$ cat config.mk
export PLATFORM = sky130hd
export DESIGN_NAME = noncomp_multifmt_slice
export DESIGN_NICKNAME = d
export VERILOG_FILES = /design/src/verilog/slice_pkg.sv /design/src/verilog/lane_pipe.sv /design/src/verilog/noncomp_lane.sv /design/src/verilog/noncomp_multifmt_slice.sv /design/src/verilog/result_pack.sv /design/src/verilog/slice_dispatch.sv
export VERILOG_INCLUDE_DIRS = /design/src /design/src/verilog
export SDC_FILE = /design/constraint.sdc
export NUM_CORES = 1
export LEC_CHECK = 0
export BUFFER_PORTS_ARGS = -buffer_cell sky130_fd_sc_hd__buf_4
export CORE_MARGIN = 2
export CORE_UTILIZATION = 55
export DETAILED_ROUTE_END_ITERATION = 6
export PLACE_DENSITY_LB_ADDON = 0.15
export SETUP_SLACK_MARGIN = 0.4
export SYNTH_ARGS = -nofsm -noshare
export SYNTH_HDL_FRONTEND = slang
export SYNTH_SLANG_ARGS = --single-unit
$ cat constraint.sdc
create_clock -name clk_i -period 6.7 [get_ports clk_i]
set_clock_uncertainty 0.1 [all_clocks]
set_input_delay 2.01 -clock clk_i [delete_from_list [all_inputs] [get_ports clk_i]]
set_output_delay 2.01 -clock clk_i [all_outputs]
set_load 0.01 [all_outputs]
$ cat src/verilog/slice_defs.svh
/*
 * Datapath width and lane depth for the non-computational FP slice.
 * Only FP32 and FP16 are supported, so the width must stay at 32.
 */

`ifndef SLICE_DEFS_SVH
`define SLICE_DEFS_SVH

// Full operand and result width
`define SLICE_WIDTH 32

// Register stages per lane, also the lane capacity in items
`define SLICE_PIPE_REGS 2

// Canonical quiet NaNs
`define QNAN_FP32 32'h7fc00000
`define QNAN_FP16 16'h7e00

`endif

$ cat src/verilog/slice_pkg.sv
/*
 * Shared types of the FP32/FP16 min/max and sign-injection slice.
 * Status flags follow the RISC-V fflags order.
 */

`default_nettype none

`include "slice_defs.svh"

package slice_pkg;

  // Operand and result words
  typedef logic [`SLICE_WIDTH-1:0]   data_t;
  typedef logic [`SLICE_WIDTH/2-1:0] half_t;

  typedef enum logic {
    FP32 = 1'b0,
    FP16 = 1'b1
  } fp_format_e;

  typedef enum logic {
    MINMAX = 1'b0,
    SGNJ   = 1'b1
  } operation_e;

  // MINMAX: 0 min, 1 max
  // SGNJ: 0 J, 1 JN, 2 JX
  typedef logic [2:0] variant_t;

  // Flags NV, DZ, OF, UF, NX from msb down
  typedef logic [4:0] status_t;

  // Bit 1 is the effective vector flag, bit 0 the format
  typedef logic [1:0] aux_t;

endpackage

`default_nettype wire
$ cat src/verilog/lane_pipe.sv
/*
 * Elastic pipeline of DEPTH enable-registered stages, DEPTH >= 1.
 * Ready runs back through the chain so empty stages are filled without stalls.
 * data_o is undefined until the first item reaches the last stage.
 */

`timescale 1ns/1ns
`default_nettype none

module lane_pipe #(
  parameter int unsigned DEPTH     = 2,
  parameter int unsigned PAYLOAD_W = 32
) (
  input  logic                 clk_i,
  input  logic                 rst_n_i,
  input  logic                 in_valid_i,
  output logic                 in_ready_o,
  input  logic [PAYLOAD_W-1:0] data_i,
  output logic [PAYLOAD_W-1:0] data_o,
  output logic                 out_valid_o,
  input  logic                 out_ready_i,
  output logic                 busy_o
);

  // Index 0 is the input, index i the state after i stages
  logic [DEPTH:0]                valid_q;
  logic [DEPTH:0]                ready;
  logic [DEPTH:0][PAYLOAD_W-1:0] data_q;

  assign valid_q[0] = in_valid_i;
  assign data_q[0]  = data_i;

  for (genvar i = 0; i < DEPTH; i++) begin : gen_stage
    // Move on if the next stage drains or only holds a bubble
    assign ready[i] = ready[i+1] | ~valid_q[i+1];

    always_ff @(posedge clk_i) begin
      if (!rst_n_i) begin
        valid_q[i+1] <= 1'b0;
      end else if (ready[i]) begin
        valid_q[i+1] <= valid_q[i];
      end
    end

    always_ff @(posedge clk_i) begin
      if (ready[i] && valid_q[i]) begin
        data_q[i+1] <= data_q[i];
      end
    end
  end

  assign ready[DEPTH] = out_ready_i;
  assign in_ready_o   = ready[0];
  assign out_valid_o  = valid_q[DEPTH];
  assign data_o       = data_q[DEPTH];
  assign busy_o       = |valid_q[DEPTH:1];

  // A full chain that cannot drain keeps every item
  a_full_holds: assert property (@(posedge clk_i) disable iff (!rst_n_i)
    !in_ready_o && !out_ready_i |=> &valid_q[DEPTH:1]);

endmodule

`default_nettype wire

$ cat src/verilog/noncomp_lane.sv
/*
 * One lane: min/max and sign injection, then a lane_pipe.
 * With HAS_FP32 = 0 the lane handles FP16 only, in the low half of a_i/b_i.
 * FP16 results come out NaN-boxed in the upper half.
 */

`timescale 1ns/1ns
`default_nettype none

`include "slice_defs.svh"

module noncomp_lane #(
  parameter bit HAS_FP32 = 1'b1
) (
  input  logic                  clk_i,
  input  logic                  rst_n_i,
  input  slice_pkg::data_t      a_i,
  input  slice_pkg::data_t      b_i,
  input  slice_pkg::operation_e op_i,
  input  slice_pkg::variant_t   variant_i,
  input  slice_pkg::fp_format_e fmt_i,
  input  slice_pkg::aux_t       aux_i,
  input  logic                  in_valid_i,
  output logic                  in_ready_o,
  output slice_pkg::data_t      result_o,
  output slice_pkg::status_t    status_o,
  output slice_pkg::aux_t       aux_o,
  output logic                  out_valid_o,
  input  logic                  out_ready_i,
  output logic                  busy_o
);

  import slice_pkg::*;

  localparam int unsigned PAYLOAD_W = $bits(aux_t) + $bits(status_t) + `SLICE_WIDTH;

  // Returns {sign, nan, quiet bit, zero, magnitude}
  function automatic logic [34:0] unpack_op(input data_t v, input logic fp32);
    logic [34:0] r;
    if (fp32) begin
      r = {v[31], (&v[30:23]) & (|v[22:0]), v[22], ~|v[30:0], v[30:0]};
    end else begin
      r = {v[15], (&v[14:10]) & (|v[9:0]), v[9], ~|v[14:0], 16'b0, v[14:0]};
    end
    return r;
  endfunction

  logic        is_fp32;
  logic        sign_a, sign_b, nan_a, nan_b, quiet_a, quiet_b, zero_a, zero_b;
  logic [30:0] mag_a, mag_b;
  logic        snan_a, snan_b;
  logic        a_lt_b, sgn_new;
  data_t       canon_nan;
  data_t       res_d;
  status_t     stat_d;
  logic [PAYLOAD_W-1:0] pipe_in, pipe_out;

  assign is_fp32 = HAS_FP32 && (fmt_i == FP32);

  assign {sign_a, nan_a, quiet_a, zero_a, mag_a} = unpack_op(a_i, is_fp32);
  assign {sign_b, nan_b, quiet_b, zero_b, mag_b} = unpack_op(b_i, is_fp32);
  assign snan_a = nan_a & ~quiet_a;
  assign snan_b = nan_b & ~quiet_b;

  assign canon_nan = is_fp32 ? `QNAN_FP32 : {16'hffff, `QNAN_FP16};

  // ------------------------------
  // Ordering and sign selection
  // ------------------------------
  always_comb begin : order
    if (zero_a && zero_b) begin
      // -0 orders below +0
      a_lt_b = sign_a & ~sign_b;
    end else if (sign_a != sign_b) begin
      a_lt_b = sign_a;
    end else if (sign_a) begin
      a_lt_b = mag_a > mag_b;
    end else begin
      a_lt_b = mag_a < mag_b;
    end
  end

  always_comb begin : sign_sel
    case (variant_i)
      3'd1:    sgn_new = ~sign_b;
      3'd2:    sgn_new = sign_a ^ sign_b;
      default: sgn_new = sign_b;
    endcase
  end

  always_comb begin : compute
    res_d  = a_i;
    stat_d = '0;
    if (op_i == MINMAX) begin
      stat_d[4] = snan_a | snan_b;
      if (nan_a && nan_b) begin
        res_d = canon_nan;
      end else if (nan_a) begin
        res_d = b_i;
      end else if (nan_b) begin
        res_d = a_i;
      end else if (variant_i == 3'd1) begin
        res_d = a_lt_b ? b_i : a_i;
      end else begin
        res_d = a_lt_b ? a_i : b_i;
      end
    end else if (is_fp32) begin
      res_d = {sgn_new, a_i[30:0]};
    end else begin
      res_d[15] = sgn_new;
    end
    // NaN-box narrow results
    if (!is_fp32) begin
      res_d[31:16] = 16'hffff;
    end
  end

  // ------------------------------
  // Lane pipeline
  // ------------------------------
  assign pipe_in = {aux_i, stat_d, res_d};

  lane_pipe #(
    .DEPTH     (`SLICE_PIPE_REGS),
    .PAYLOAD_W (PAYLOAD_W)
  ) i_lane_pipe (
    .clk_i       (clk_i),
    .rst_n_i     (rst_n_i),
    .in_valid_i  (in_valid_i),
    .in_ready_o  (in_ready_o),
    .data_i      (pipe_in),
    .data_o      (pipe_out),
    .out_valid_o (out_valid_o),
    .out_ready_i (out_ready_i),
    .busy_o      (busy_o)
  );

  assign {aux_o, status_o, result_o} = pipe_out;

  // A presented result stays until downstream takes it
  a_hold_valid: assert property (@(posedge clk_i) disable iff (!rst_n_i)
    out_valid_o && !out_ready_i |=> out_valid_o && $stable(result_o));

endmodule

`default_nettype wire

$ cat src/verilog/noncomp_multifmt_slice.sv
/*
 * Two-lane min/max and sign-injection slice for FP32 and FP16.
 * Lane 0 owns both handshakes; lane 1 follows it for vector FP16 requests.
 */

`timescale 1ns/1ns
`default_nettype none

module noncomp_multifmt_slice (
  input  logic                  clk_i,
  input  logic                  rst_n_i,
  input  slice_pkg::data_t      operand_a_i,
  input  slice_pkg::data_t      operand_b_i,
  input  slice_pkg::operation_e op_i,
  input  slice_pkg::variant_t   variant_i,
  input  slice_pkg::fp_format_e fmt_i,
  input  logic                  vectorial_i,
  input  logic                  in_valid_i,
  output logic                  in_ready_o,
  output slice_pkg::data_t      result_o,
  output slice_pkg::status_t    status_o,
  output logic                  out_valid_o,
  input  logic                  out_ready_i,
  output logic                  busy_o
);

  import slice_pkg::*;

  data_t      lane0_a, lane0_b;
  half_t      lane1_a, lane1_b;
  logic [1:0] lane_valid;
  aux_t       aux;
  logic       lane0_ready;
  data_t      lane0_result, lane1_result;
  status_t    lane0_status, lane1_status;
  aux_t       lane0_aux;
  logic       lane1_out_valid;
  logic [1:0] lane_busy;

  slice_dispatch i_dispatch (
    .operand_a_i  (operand_a_i),
    .operand_b_i  (operand_b_i),
    .fmt_i        (fmt_i),
    .vectorial_i  (vectorial_i),
    .in_valid_i   (in_valid_i),
    .lane_ready_i (lane0_ready),
    .lane0_a_o    (lane0_a),
    .lane0_b_o    (lane0_b),
    .lane1_a_o    (lane1_a),
    .lane1_b_o    (lane1_b),
    .lane_valid_o (lane_valid),
    .aux_o        (aux),
    .in_ready_o   (in_ready_o)
  );

  noncomp_lane #(.HAS_FP32(1'b1)) i_lane0 (
    .clk_i, .rst_n_i,
    .a_i         (lane0_a),
    .b_i         (lane0_b),
    .op_i, .variant_i, .fmt_i,
    .aux_i       (aux),
    .in_valid_i  (lane_valid[0]),
    .in_ready_o  (lane0_ready),
    .result_o    (lane0_result),
    .status_o    (lane0_status),
    .aux_o       (lane0_aux),
    .out_valid_o (out_valid_o),
    .out_ready_i (out_ready_i),
    .busy_o      (lane_busy[0])
  );

  // Upper lane drains only when the head item is a vector
  noncomp_lane #(.HAS_FP32(1'b0)) i_lane1 (
    .clk_i, .rst_n_i,
    .a_i         ({16'hffff, lane1_a}),
    .b_i         ({16'hffff, lane1_b}),
    .op_i, .variant_i, .fmt_i,
    .aux_i       (aux),
    .in_valid_i  (lane_valid[1]),
    .in_ready_o  (),
    .result_o    (lane1_result),
    .status_o    (lane1_status),
    .aux_o       (),
    .out_valid_o (lane1_out_valid),
    .out_ready_i (out_ready_i & lane0_aux[1]),
    .busy_o      (lane_busy[1])
  );

  result_pack i_pack (
    .lane0_result_i (lane0_result),
    .lane1_result_i (lane1_result),
    .lane0_status_i (lane0_status),
    .lane1_status_i (lane1_status),
    .lane1_valid_i  (lane1_out_valid),
    .aux_i          (lane0_aux),
    .result_o       (result_o),
    .status_o       (status_o)
  );

  assign busy_o = |lane_busy;

endmodule

`default_nettype wire

$ cat src/verilog/result_pack.sv
/*
 * Output packing by format. Combinational.
 * Lane 1 contributes only to vector FP16 results; otherwise the upper
 * half is NaN-boxed with ones for FP16.
 */

`timescale 1ns/1ns
`default_nettype none

module result_pack (
  input  slice_pkg::data_t   lane0_result_i,
  input  slice_pkg::data_t   lane1_result_i,
  input  slice_pkg::status_t lane0_status_i,
  input  slice_pkg::status_t lane1_status_i,
  input  logic               lane1_valid_i,
  input  slice_pkg::aux_t    aux_i,
  output slice_pkg::data_t   result_o,
  output slice_pkg::status_t status_o
);

  import slice_pkg::*;

  logic       is_vector;
  fp_format_e res_fmt;
  logic       lane1_used;
  half_t      upper_half;
  status_t    lane1_status;

  assign is_vector = aux_i[1];
  assign res_fmt   = fp_format_e'(aux_i[0]);

  // Upper lane counts only while it holds the matching vector item
  assign lane1_used = is_vector & lane1_valid_i;

  assign upper_half   = lane1_used ? lane1_result_i[15:0] : 16'hffff;
  assign lane1_status = lane1_used ? lane1_status_i : '0;

  // ------------------------------
  // Packing
  // ------------------------------
  always_comb begin : pack
    if (res_fmt == FP32) begin
      result_o = lane0_result_i;
    end else begin
      result_o = {upper_half, lane0_result_i[15:0]};
    end
  end

  // Lane flags merge into one status word
  assign status_o = lane0_status_i | lane1_status;

endmodule

`default_nettype wire

$ cat src/verilog/slice_dispatch.sv
/*
 * Input side of the slice. Purely combinational.
 * Vector mode applies to FP16 only; FP32 always runs scalar in lane 0.
 */

`timescale 1ns/1ns
`default_nettype none

`include "slice_defs.svh"

module slice_dispatch (
  input  slice_pkg::data_t      operand_a_i,
  input  slice_pkg::data_t      operand_b_i,
  input  slice_pkg::fp_format_e fmt_i,
  input  logic                  vectorial_i,
  input  logic                  in_valid_i,
  input  logic                  lane_ready_i,
  output slice_pkg::data_t      lane0_a_o,
  output slice_pkg::data_t      lane0_b_o,
  output slice_pkg::half_t      lane1_a_o,
  output slice_pkg::half_t      lane1_b_o,
  output logic [1:0]            lane_valid_o,
  output slice_pkg::aux_t       aux_o,
  output logic                  in_ready_o
);

  import slice_pkg::*;

  logic vec_op;

  // An FP32 request never splits across lanes
  assign vec_op = vectorial_i & (fmt_i == FP16);

  // Lane 0 sees the whole word and uses the low half for FP16
  assign lane0_a_o = operand_a_i;
  assign lane0_b_o = operand_b_i;
  assign lane1_a_o = operand_a_i[`SLICE_WIDTH-1:`SLICE_WIDTH/2];
  assign lane1_b_o = operand_b_i[`SLICE_WIDTH-1:`SLICE_WIDTH/2];

  // Upper lane only takes part in vector requests
  assign lane_valid_o = {in_valid_i & vec_op, in_valid_i};

  assign aux_o = {vec_op, fmt_i};

  // Lane 0 alone answers upstream
  assign in_ready_o = lane_ready_i;

endmodule

`default_nettype wire

# [Word-level counts from Yosys, hierarchy flattened]
# Index checks and enable logic that the tools add are counted.
# Widths: inputs -> output; s select.
[word_totals] wordCells=117 input_bits=74 ff_bits=108
[classes] eq_ne=4 n_reduce_logical=33 muxes=30 n_bitwise=35 n_lt_le_gt_ge=4
[ops] operator="$mux 32" count=9
[ops] operator="$mux 16" count=9
[ops] operator="$mux 35" count=2
[ops] operator="$reduce_or 31->1" count=2
[ops] operator="$reduce_or 15->1" count=4
[ops] operator="$reduce_or 23->1" count=2
[ops] operator="$reduce_or 10->1" count=4
[ops] operator="$gt 31x31->1" count=1
[ops] operator="$lt 31x31->1" count=1
[ops] operator="$reduce_and 5->1" count=4
[ops] operator="$and 1x1->1" count=16
[ops] operator="$reduce_and 8->1" count=2
[ops] operator="$gt 15x15->1" count=1
[ops] operator="$lt 15x15->1" count=1
[ops] operator="$not 1->1" count=10
[ops] operator="$logic_and 1x1->1" count=8
[ops] operator="$mux 1" count=7
[ops] operator="$logic_not 1->1" count=6
[ops] operator="$or 1x1->1" count=6
[ops] operator="$mux 5" count=1
[ops] operator="$or 5x5->5" count=1
[ops] operator="$pmux 1 s2" count=2
[ops] operator="$reduce_or 4->1" count=1
[ops] operator="$eq 3x1->1 const B" count=1
[ops] operator="3 further kinds" count=5

# [Logic depth before layout (Yosys ltp)]
[logic_depth] depth_word=13 mapped_depth=15 mapped_depth_nobuf=12

# [Hierarchy]
# Synthesis repeated with hierarchy kept, for this count alone.
[unflattened] cells_unflattened=878 hier_area_um2=9818.2
[modules_own_cells] module="lane_pipe" seq_area_each_um2=2382.3 cells_per_inst=127 area_each_um2=2736.4 n_inst=2
[modules_own_cells] module="noncomp_lane (i_lane0)" seq_area_each_um2=0.0 cells_per_inst=308 area_each_um2=2164.6 n_inst=1
[modules_own_cells] module="noncomp_lane (i_lane1)" seq_area_each_um2=0.0 cells_per_inst=136 area_each_um2=975.9 n_inst=1
[modules_own_cells] module="slice_dispatch" seq_area_each_um2=0.0 cells_per_inst=102 area_each_um2=763.2 n_inst=1
[modules_own_cells] module="result_pack" seq_area_each_um2=0.0 cells_per_inst=75 area_each_um2=425.4 n_inst=1
[modules_own_cells] module="noncomp_multifmt_slice" seq_area_each_um2=0.0 cells_per_inst=3 area_each_um2=16.3 n_inst=1

# [Worst setup path after synthesis]
# OpenSTA, ideal clock, no wires.
[synth_path] path_type="input -> register" start="in fmt_i" end="reg i_lane0.i_lane_pipe.data_q[58] (netlist bit), data pin" t_required_ns=6.339 path_buffers=4 arrival_ns=5.256 path_stages=14 path_slack_ns=1.084 setup_time_ns=0.261 cell_sequence="clkbuf_1 > clkbuf_1 > clkbuf_1 > nor2b_1 > ha_1 > nand4_2 > nor4_4 > nor2_1 > and3_4 > a21o_1 > o41a_1 > o311a_4 > buf_6 > a221o_1"
[synth_between] elab_chain_len=11 word_cells_on_any_way=20 cone_classes="order compare: 2; eq/ne: 1; mux: 13; bitwise: 2; reduce/logical: 2"
[synth_lines] item="start, declared" line="noncomp_multifmt_slice.sv:16" source="input slice_pkg::fp_format_e fmt_i,"
[synth_lines] item="$mux 35" line="noncomp_lane.sv:40" source="if (fp32) begin"
[synth_lines] item="$lt 31x31->1 / $gt 31x31->1 (equally long branches)" line="noncomp_lane.sv:79, noncomp_lane.sv:77"
[synth_lines] item="$mux 1" line="noncomp_lane.sv:76" source="end else if (sign_a) begin"
[synth_lines] item="$mux 1" line="noncomp_lane.sv:74" source="end else if (sign_a != sign_b) begin"
[synth_lines] item="$mux 1" line="noncomp_lane.sv:71" source="if (zero_a && zero_b) begin"
[synth_lines] item="$mux 32, on equally long branches" line="noncomp_lane.sv:105, noncomp_lane.sv:103"
[synth_lines] item="$mux 32" line="noncomp_lane.sv:102" source="end else if (variant_i == 3'd1) begin"
[synth_lines] item="$mux 32" line="noncomp_lane.sv:100" source="end else if (nan_b) begin"
[synth_lines] item="$mux 32" line="noncomp_lane.sv:98" source="end else if (nan_a) begin"
[synth_lines] item="$mux 32" line="noncomp_lane.sv:96" source="if (nan_a && nan_b) begin"
[synth_lines] item="$mux 32" line="noncomp_lane.sv:94" source="if (op_i == MINMAX) begin"
[synth_lines] item="end signal, assigned by index" line="lane_pipe.sv:47" source="data_q[i+1] <= data_q[i];"
[synth_lines] item="end, declared" line="lane_pipe.sv:28" source="logic [DEPTH:0][PAYLOAD_W-1:0] data_q;"
# Several ways; a longest one is shown, not always the timed one.
# A chain may end at the register's enable or synchronous reset.

# [Worst setup path after layout]
[layout_path] start="in fmt_i" end="reg i_lane0.i_lane_pipe.data_q[46] (netlist bit), data pin"
[layout_between] elab_chain_len=11 word_cells_on_any_way=19 cone_classes="order compare: 2; eq/ne: 1; mux: 12; bitwise: 2; reduce/logical: 2"
[layout_lines] item="$mux 35" line="noncomp_lane.sv:40"
[layout_lines] item="$lt 31x31->1 / $gt 31x31->1 (equally long branches)" line="noncomp_lane.sv:79, noncomp_lane.sv:77"
[layout_lines] item="$mux 1" line="noncomp_lane.sv:76"
[layout_lines] item="$mux 1" line="noncomp_lane.sv:74"
[layout_lines] item="$mux 1" line="noncomp_lane.sv:71"
[layout_lines] item="$mux 32, on equally long branches" line="noncomp_lane.sv:105, noncomp_lane.sv:103"
[layout_lines] item="$mux 32" line="noncomp_lane.sv:102"
[layout_lines] item="$mux 32" line="noncomp_lane.sv:100"
[layout_lines] item="$mux 32" line="noncomp_lane.sv:98"
[layout_lines] item="$mux 32 *" line="noncomp_lane.sv:96"
[layout_lines] item="$mux 32 *" line="noncomp_lane.sv:94"
[layout_lines] item="via i_lane0.i_lane_pipe.data_i[7]" line="lane_pipe.sv:18" source="input logic [PAYLOAD_W-1:0] data_i,"
# Mark *: on every way through the listed nets, which the timed path passes. The rest lies on a longest branch.

==> flow_summary.toml <==
[yosys]
synth-edff-count = 104
yosysWarnings = 0
synth-main-ff-cell = "edfxtp_1"
syn_avg_cell_area_sq_um = 11.08
synthDistinctLibCells = 66
yosysSeqAreaShare_pct = 49.49
ys_ff_latch = 108
async_reset_ff_share_pct = 0
syn_inst = 584
syn_area_sq_um = 6472

[route]
routed_wl_um = 15220
firstDrtPassIters = 6
drc = 0
vias_per_cell = 5.928
first_iter_violations = 357
wl_per_cell_um = 18.56
vias = 4861
ant_nets = 0

[placement]
io_buffers = 109
globalplace.congestion = 0.9842
place_hpwl_um = 11700
pre_cts_ws_ns = 0.5010

[run]
maxCapViolations = 0

[finish]
nets = 796
layout-drive-gt1-share_pct = 21.86
fillCellCount = 896
antennaDiodeCount = 0
syn2layout_area_growth_pct = 17.11

[worst_setup_path]
arrival_ns = 5.99
worstPathRequired_ns = 6.77
slowest_stage = "a21oi_2"
end_kind = "flop"
path_cells = "buf_4, mux2i_1, inv_1, ha_1, nand2b_1, a221oi_1, nand2_1, a211o_1, o31ai_2, xnor2_1, a21oi_2, buf_4, mux2i_1"
critPathLaunchType = "input pin"
worstSetupPathType = "input pin to flop"
worst_path_largest_cell_delay_ns = 0.58
crit_fanout = 69

[clocking]
cts_setup_buffers = 0
path_clk_slew_ns = 0.07
cts_tree = "yes"
cts_made_buffers = 9
cts_hold_buf = 0
clk_path_buf_depth = 2
cts_resized = 0
cts.htree.levels = 3
root_buffer = "clkbuf_16"
clkSinkCount = 108
insertion_delay_ns = 0.34

[global_route]
antenna_found_initial = 0
track_usage_pct = 24.48
grt_pass1_wl_um = 24470
grt_overflow = 0
grt_pass1_vias = 4770
grt_max_degree = 70

[power]
p_int_w = 0.001238
p_sw_w = 0.0003923
p_sw_share_pct = 24.07
power_frac_seq_pct = 49.5
leakage_nw = 3.135
irDropWorstVdd_mv = 0.1718
pwr-share-comb_pct = 18.9
p_clk_share_pct = 31.7
power_density_nw_per_um2 = 215.1

[timing]
period_minus_slack_ns = 5.920
setup-tns-final_ns = 0
fmax_mhz = 168.9
tightest_slew_ns = 0.6975
fin_ws_ns = 0.7796
period_share_pct = 88.36
drv_slew = 0
finalSetupViolCount = 0
hold_violations = 0
slew_headroom_pct = 53.37
rsz0062_at_grt = "false"

[die]
die_h_um = 112.5
io_pins = 114
dieWidth_um = 112.5
core-area_sq_um = 11470
initial_core_util_pct = 56.44
rows = 39
die-area_sq_um = 12650

[min_path]
hold_path_class = "flop to flop"

[run_status]
status = "finished, final reports clean"
[sequential cells by signal (all words and copies together), names as in the netlist]
signal	flops
i_lane1.i_lane_pipe.valid_q	1
i_lane0.i_lane_pipe.out_valid_o	1
i_lane0.i_lane_pipe.valid_q	1
i_lane1.i_lane_pipe.data_q	17
i_lane0.i_lane_pipe.data_o	35
i_lane0.i_lane_pipe.data_q	35
i_lane1.i_lane_pipe.data_o	17
i_lane1.i_lane_pipe.out_valid_o	1
[cells by family after synthesis]
logic type	count (synthesis)	synth area share [%]
simple gates	186	15.52
compound gates	133	15.68
flops	108	49.49
buf+inv	87	6.592
fa+ha+maj	50	9.666
mux	18	2.861
other cells	1	0.05794
xor+xnor	1	0.1353
[layer usage]
layer	wire (um)	GRT usage [%]
met4	366	10.16
met2	6995	37.23
met5	0	0
met3	900	3.456
met1	6960	35.54
[stage by stage]
| stage | instance area (sq um) | hold slack, ns | util [%] | power, W | instances |
|---|---|---|---|---|---|
| after detailed placement | 7274 | 0.3045 | 63.44 | 0.001125 | 804 |
| after CTS | 7580 | 0.3108 | 66.10 | 0.001638 | 820 |
| after global placement | 7274 | 0.3014 | 63.44 | 0.001115 | 804 |
| after floorplan | 6484 | 0.3003 | - | 0.001010 | 587 |
| final | 7580 | 0.3095 | 66.10 | 0.001630 | 820 |
| after global routing | 7580 | 0.3219 | 66.10 | 0.001699 | 820 |
[power groups by stage]
stage / registers, W / clock network [W] / logic, W
2_1_floorplan: 0.000815 / 0 / 0.000194
3_3_place_gp: 0.000820 / 0 / 0.000295
3_5_place_dp: 0.000821 / 0 / 0.000304
4_1_cts: 0.000807 / 0.000526 / 0.000305
5_1_grt: 0.000810 / 0.000551 / 0.000338
6_report: 0.000806 / 0.000516 / 0.000307
[synth_stat cells (2+ instances only)]
cell type    n  area [sq um]
o22a_1      16         140.1
ha_1        50         625.6
o21ai_0     13         65.06
nand4_1     14         87.58
a22oi_1     11         82.58
or2_2        2         12.51
buf_2        2         10.01
nor2b_1     23         143.9
buf_1        2         7.510
buf_6        2         22.52
a22o_1       8         70.07
clkbuf_1    13         48.80
a21o_1      10         75.07
o21a_1       2         15.01
a211o_1      2         17.52
mux2_2       3         33.78
and2_1       4         25.02
a21boi_0     3         22.52
and3_1       2         12.51
a21oi_1     26         130.1
a211oi_1     6         45.04
nor3_1      14         70.07
buf_4       22         165.2
nand2_1     32         120.1
o211ai_1     2         15.01
dfxtp_1      4         80.08
nand3_1     13         65.06
mux2i_1     14         140.1
nand2b_1    19         118.9
nor4_1      11         68.82
nand3b_1     3         22.52
a221o_1     12         120.1
inv_1       46         172.7
o31ai_1      4         30.03
o41ai_1      2         17.52
edfxtp_1   104          3123
nor2_1      39         146.4
[path summary, 6_finish.rpt]
| kind | start | endpoint | slack, ns | cells after the start |
|---|---|---|---|---|
| worst max-delay path | fmt_i | i_lane0.i_lane_pipe.data_q[46] | 0.78 | 13 |
| worst min-delay path | i_lane1.i_lane_pipe.data_q[40] | i_lane1.i_lane_pipe.data_o[1] | 0.31 | 0 |
| worst max register to register | i_lane0.i_lane_pipe.out_valid_o | i_lane0.i_lane_pipe.data_q[65] | 5.11 | 4 |
| worst min register to register | i_lane1.i_lane_pipe.data_q[40] | i_lane1.i_lane_pipe.data_o[1] | 0.31 | 0 |
[cell type report]
cell class | count | area, sq um | share of cell area (%)
flip-flops and latches | 108 | 3203 | 42.26
multi-input cells | 392 | 2856 | 37.69
well taps | 143 | 178.9 | 2.361
repair buffers | 115 | 863.3 | 11.39
clock inverters | 4 | 48.80 | 0.6438
clock buffers | 12 | 256.5 | 3.384
inverters | 46 | 172.7 | 2.278
[worst max-delay path: cells and delay by family]
| family | cells | cell delay, ns |
|---|---|---|
| buf+inv | 3 | 0.90 |
| fa+ha+maj | 1 | 0.34 |
| compound gates | 4 | 1.54 |
| simple gates | 2 | 0.23 |
| xor+xnor | 1 | 0.16 |
| mux | 2 | 0.79 |
[placed cells by master (no fill, tap or decap), drive strengths merged, types with 16 or more instances in the layout]
cell	count
nor2	39
inv	46
ha	50
nand2	32
buf	115
a21oi	27
o22a	16
nor2b	23
nand2b	19
edfxtp	104
Note: power is estimated with default switching activity, not from simulation.
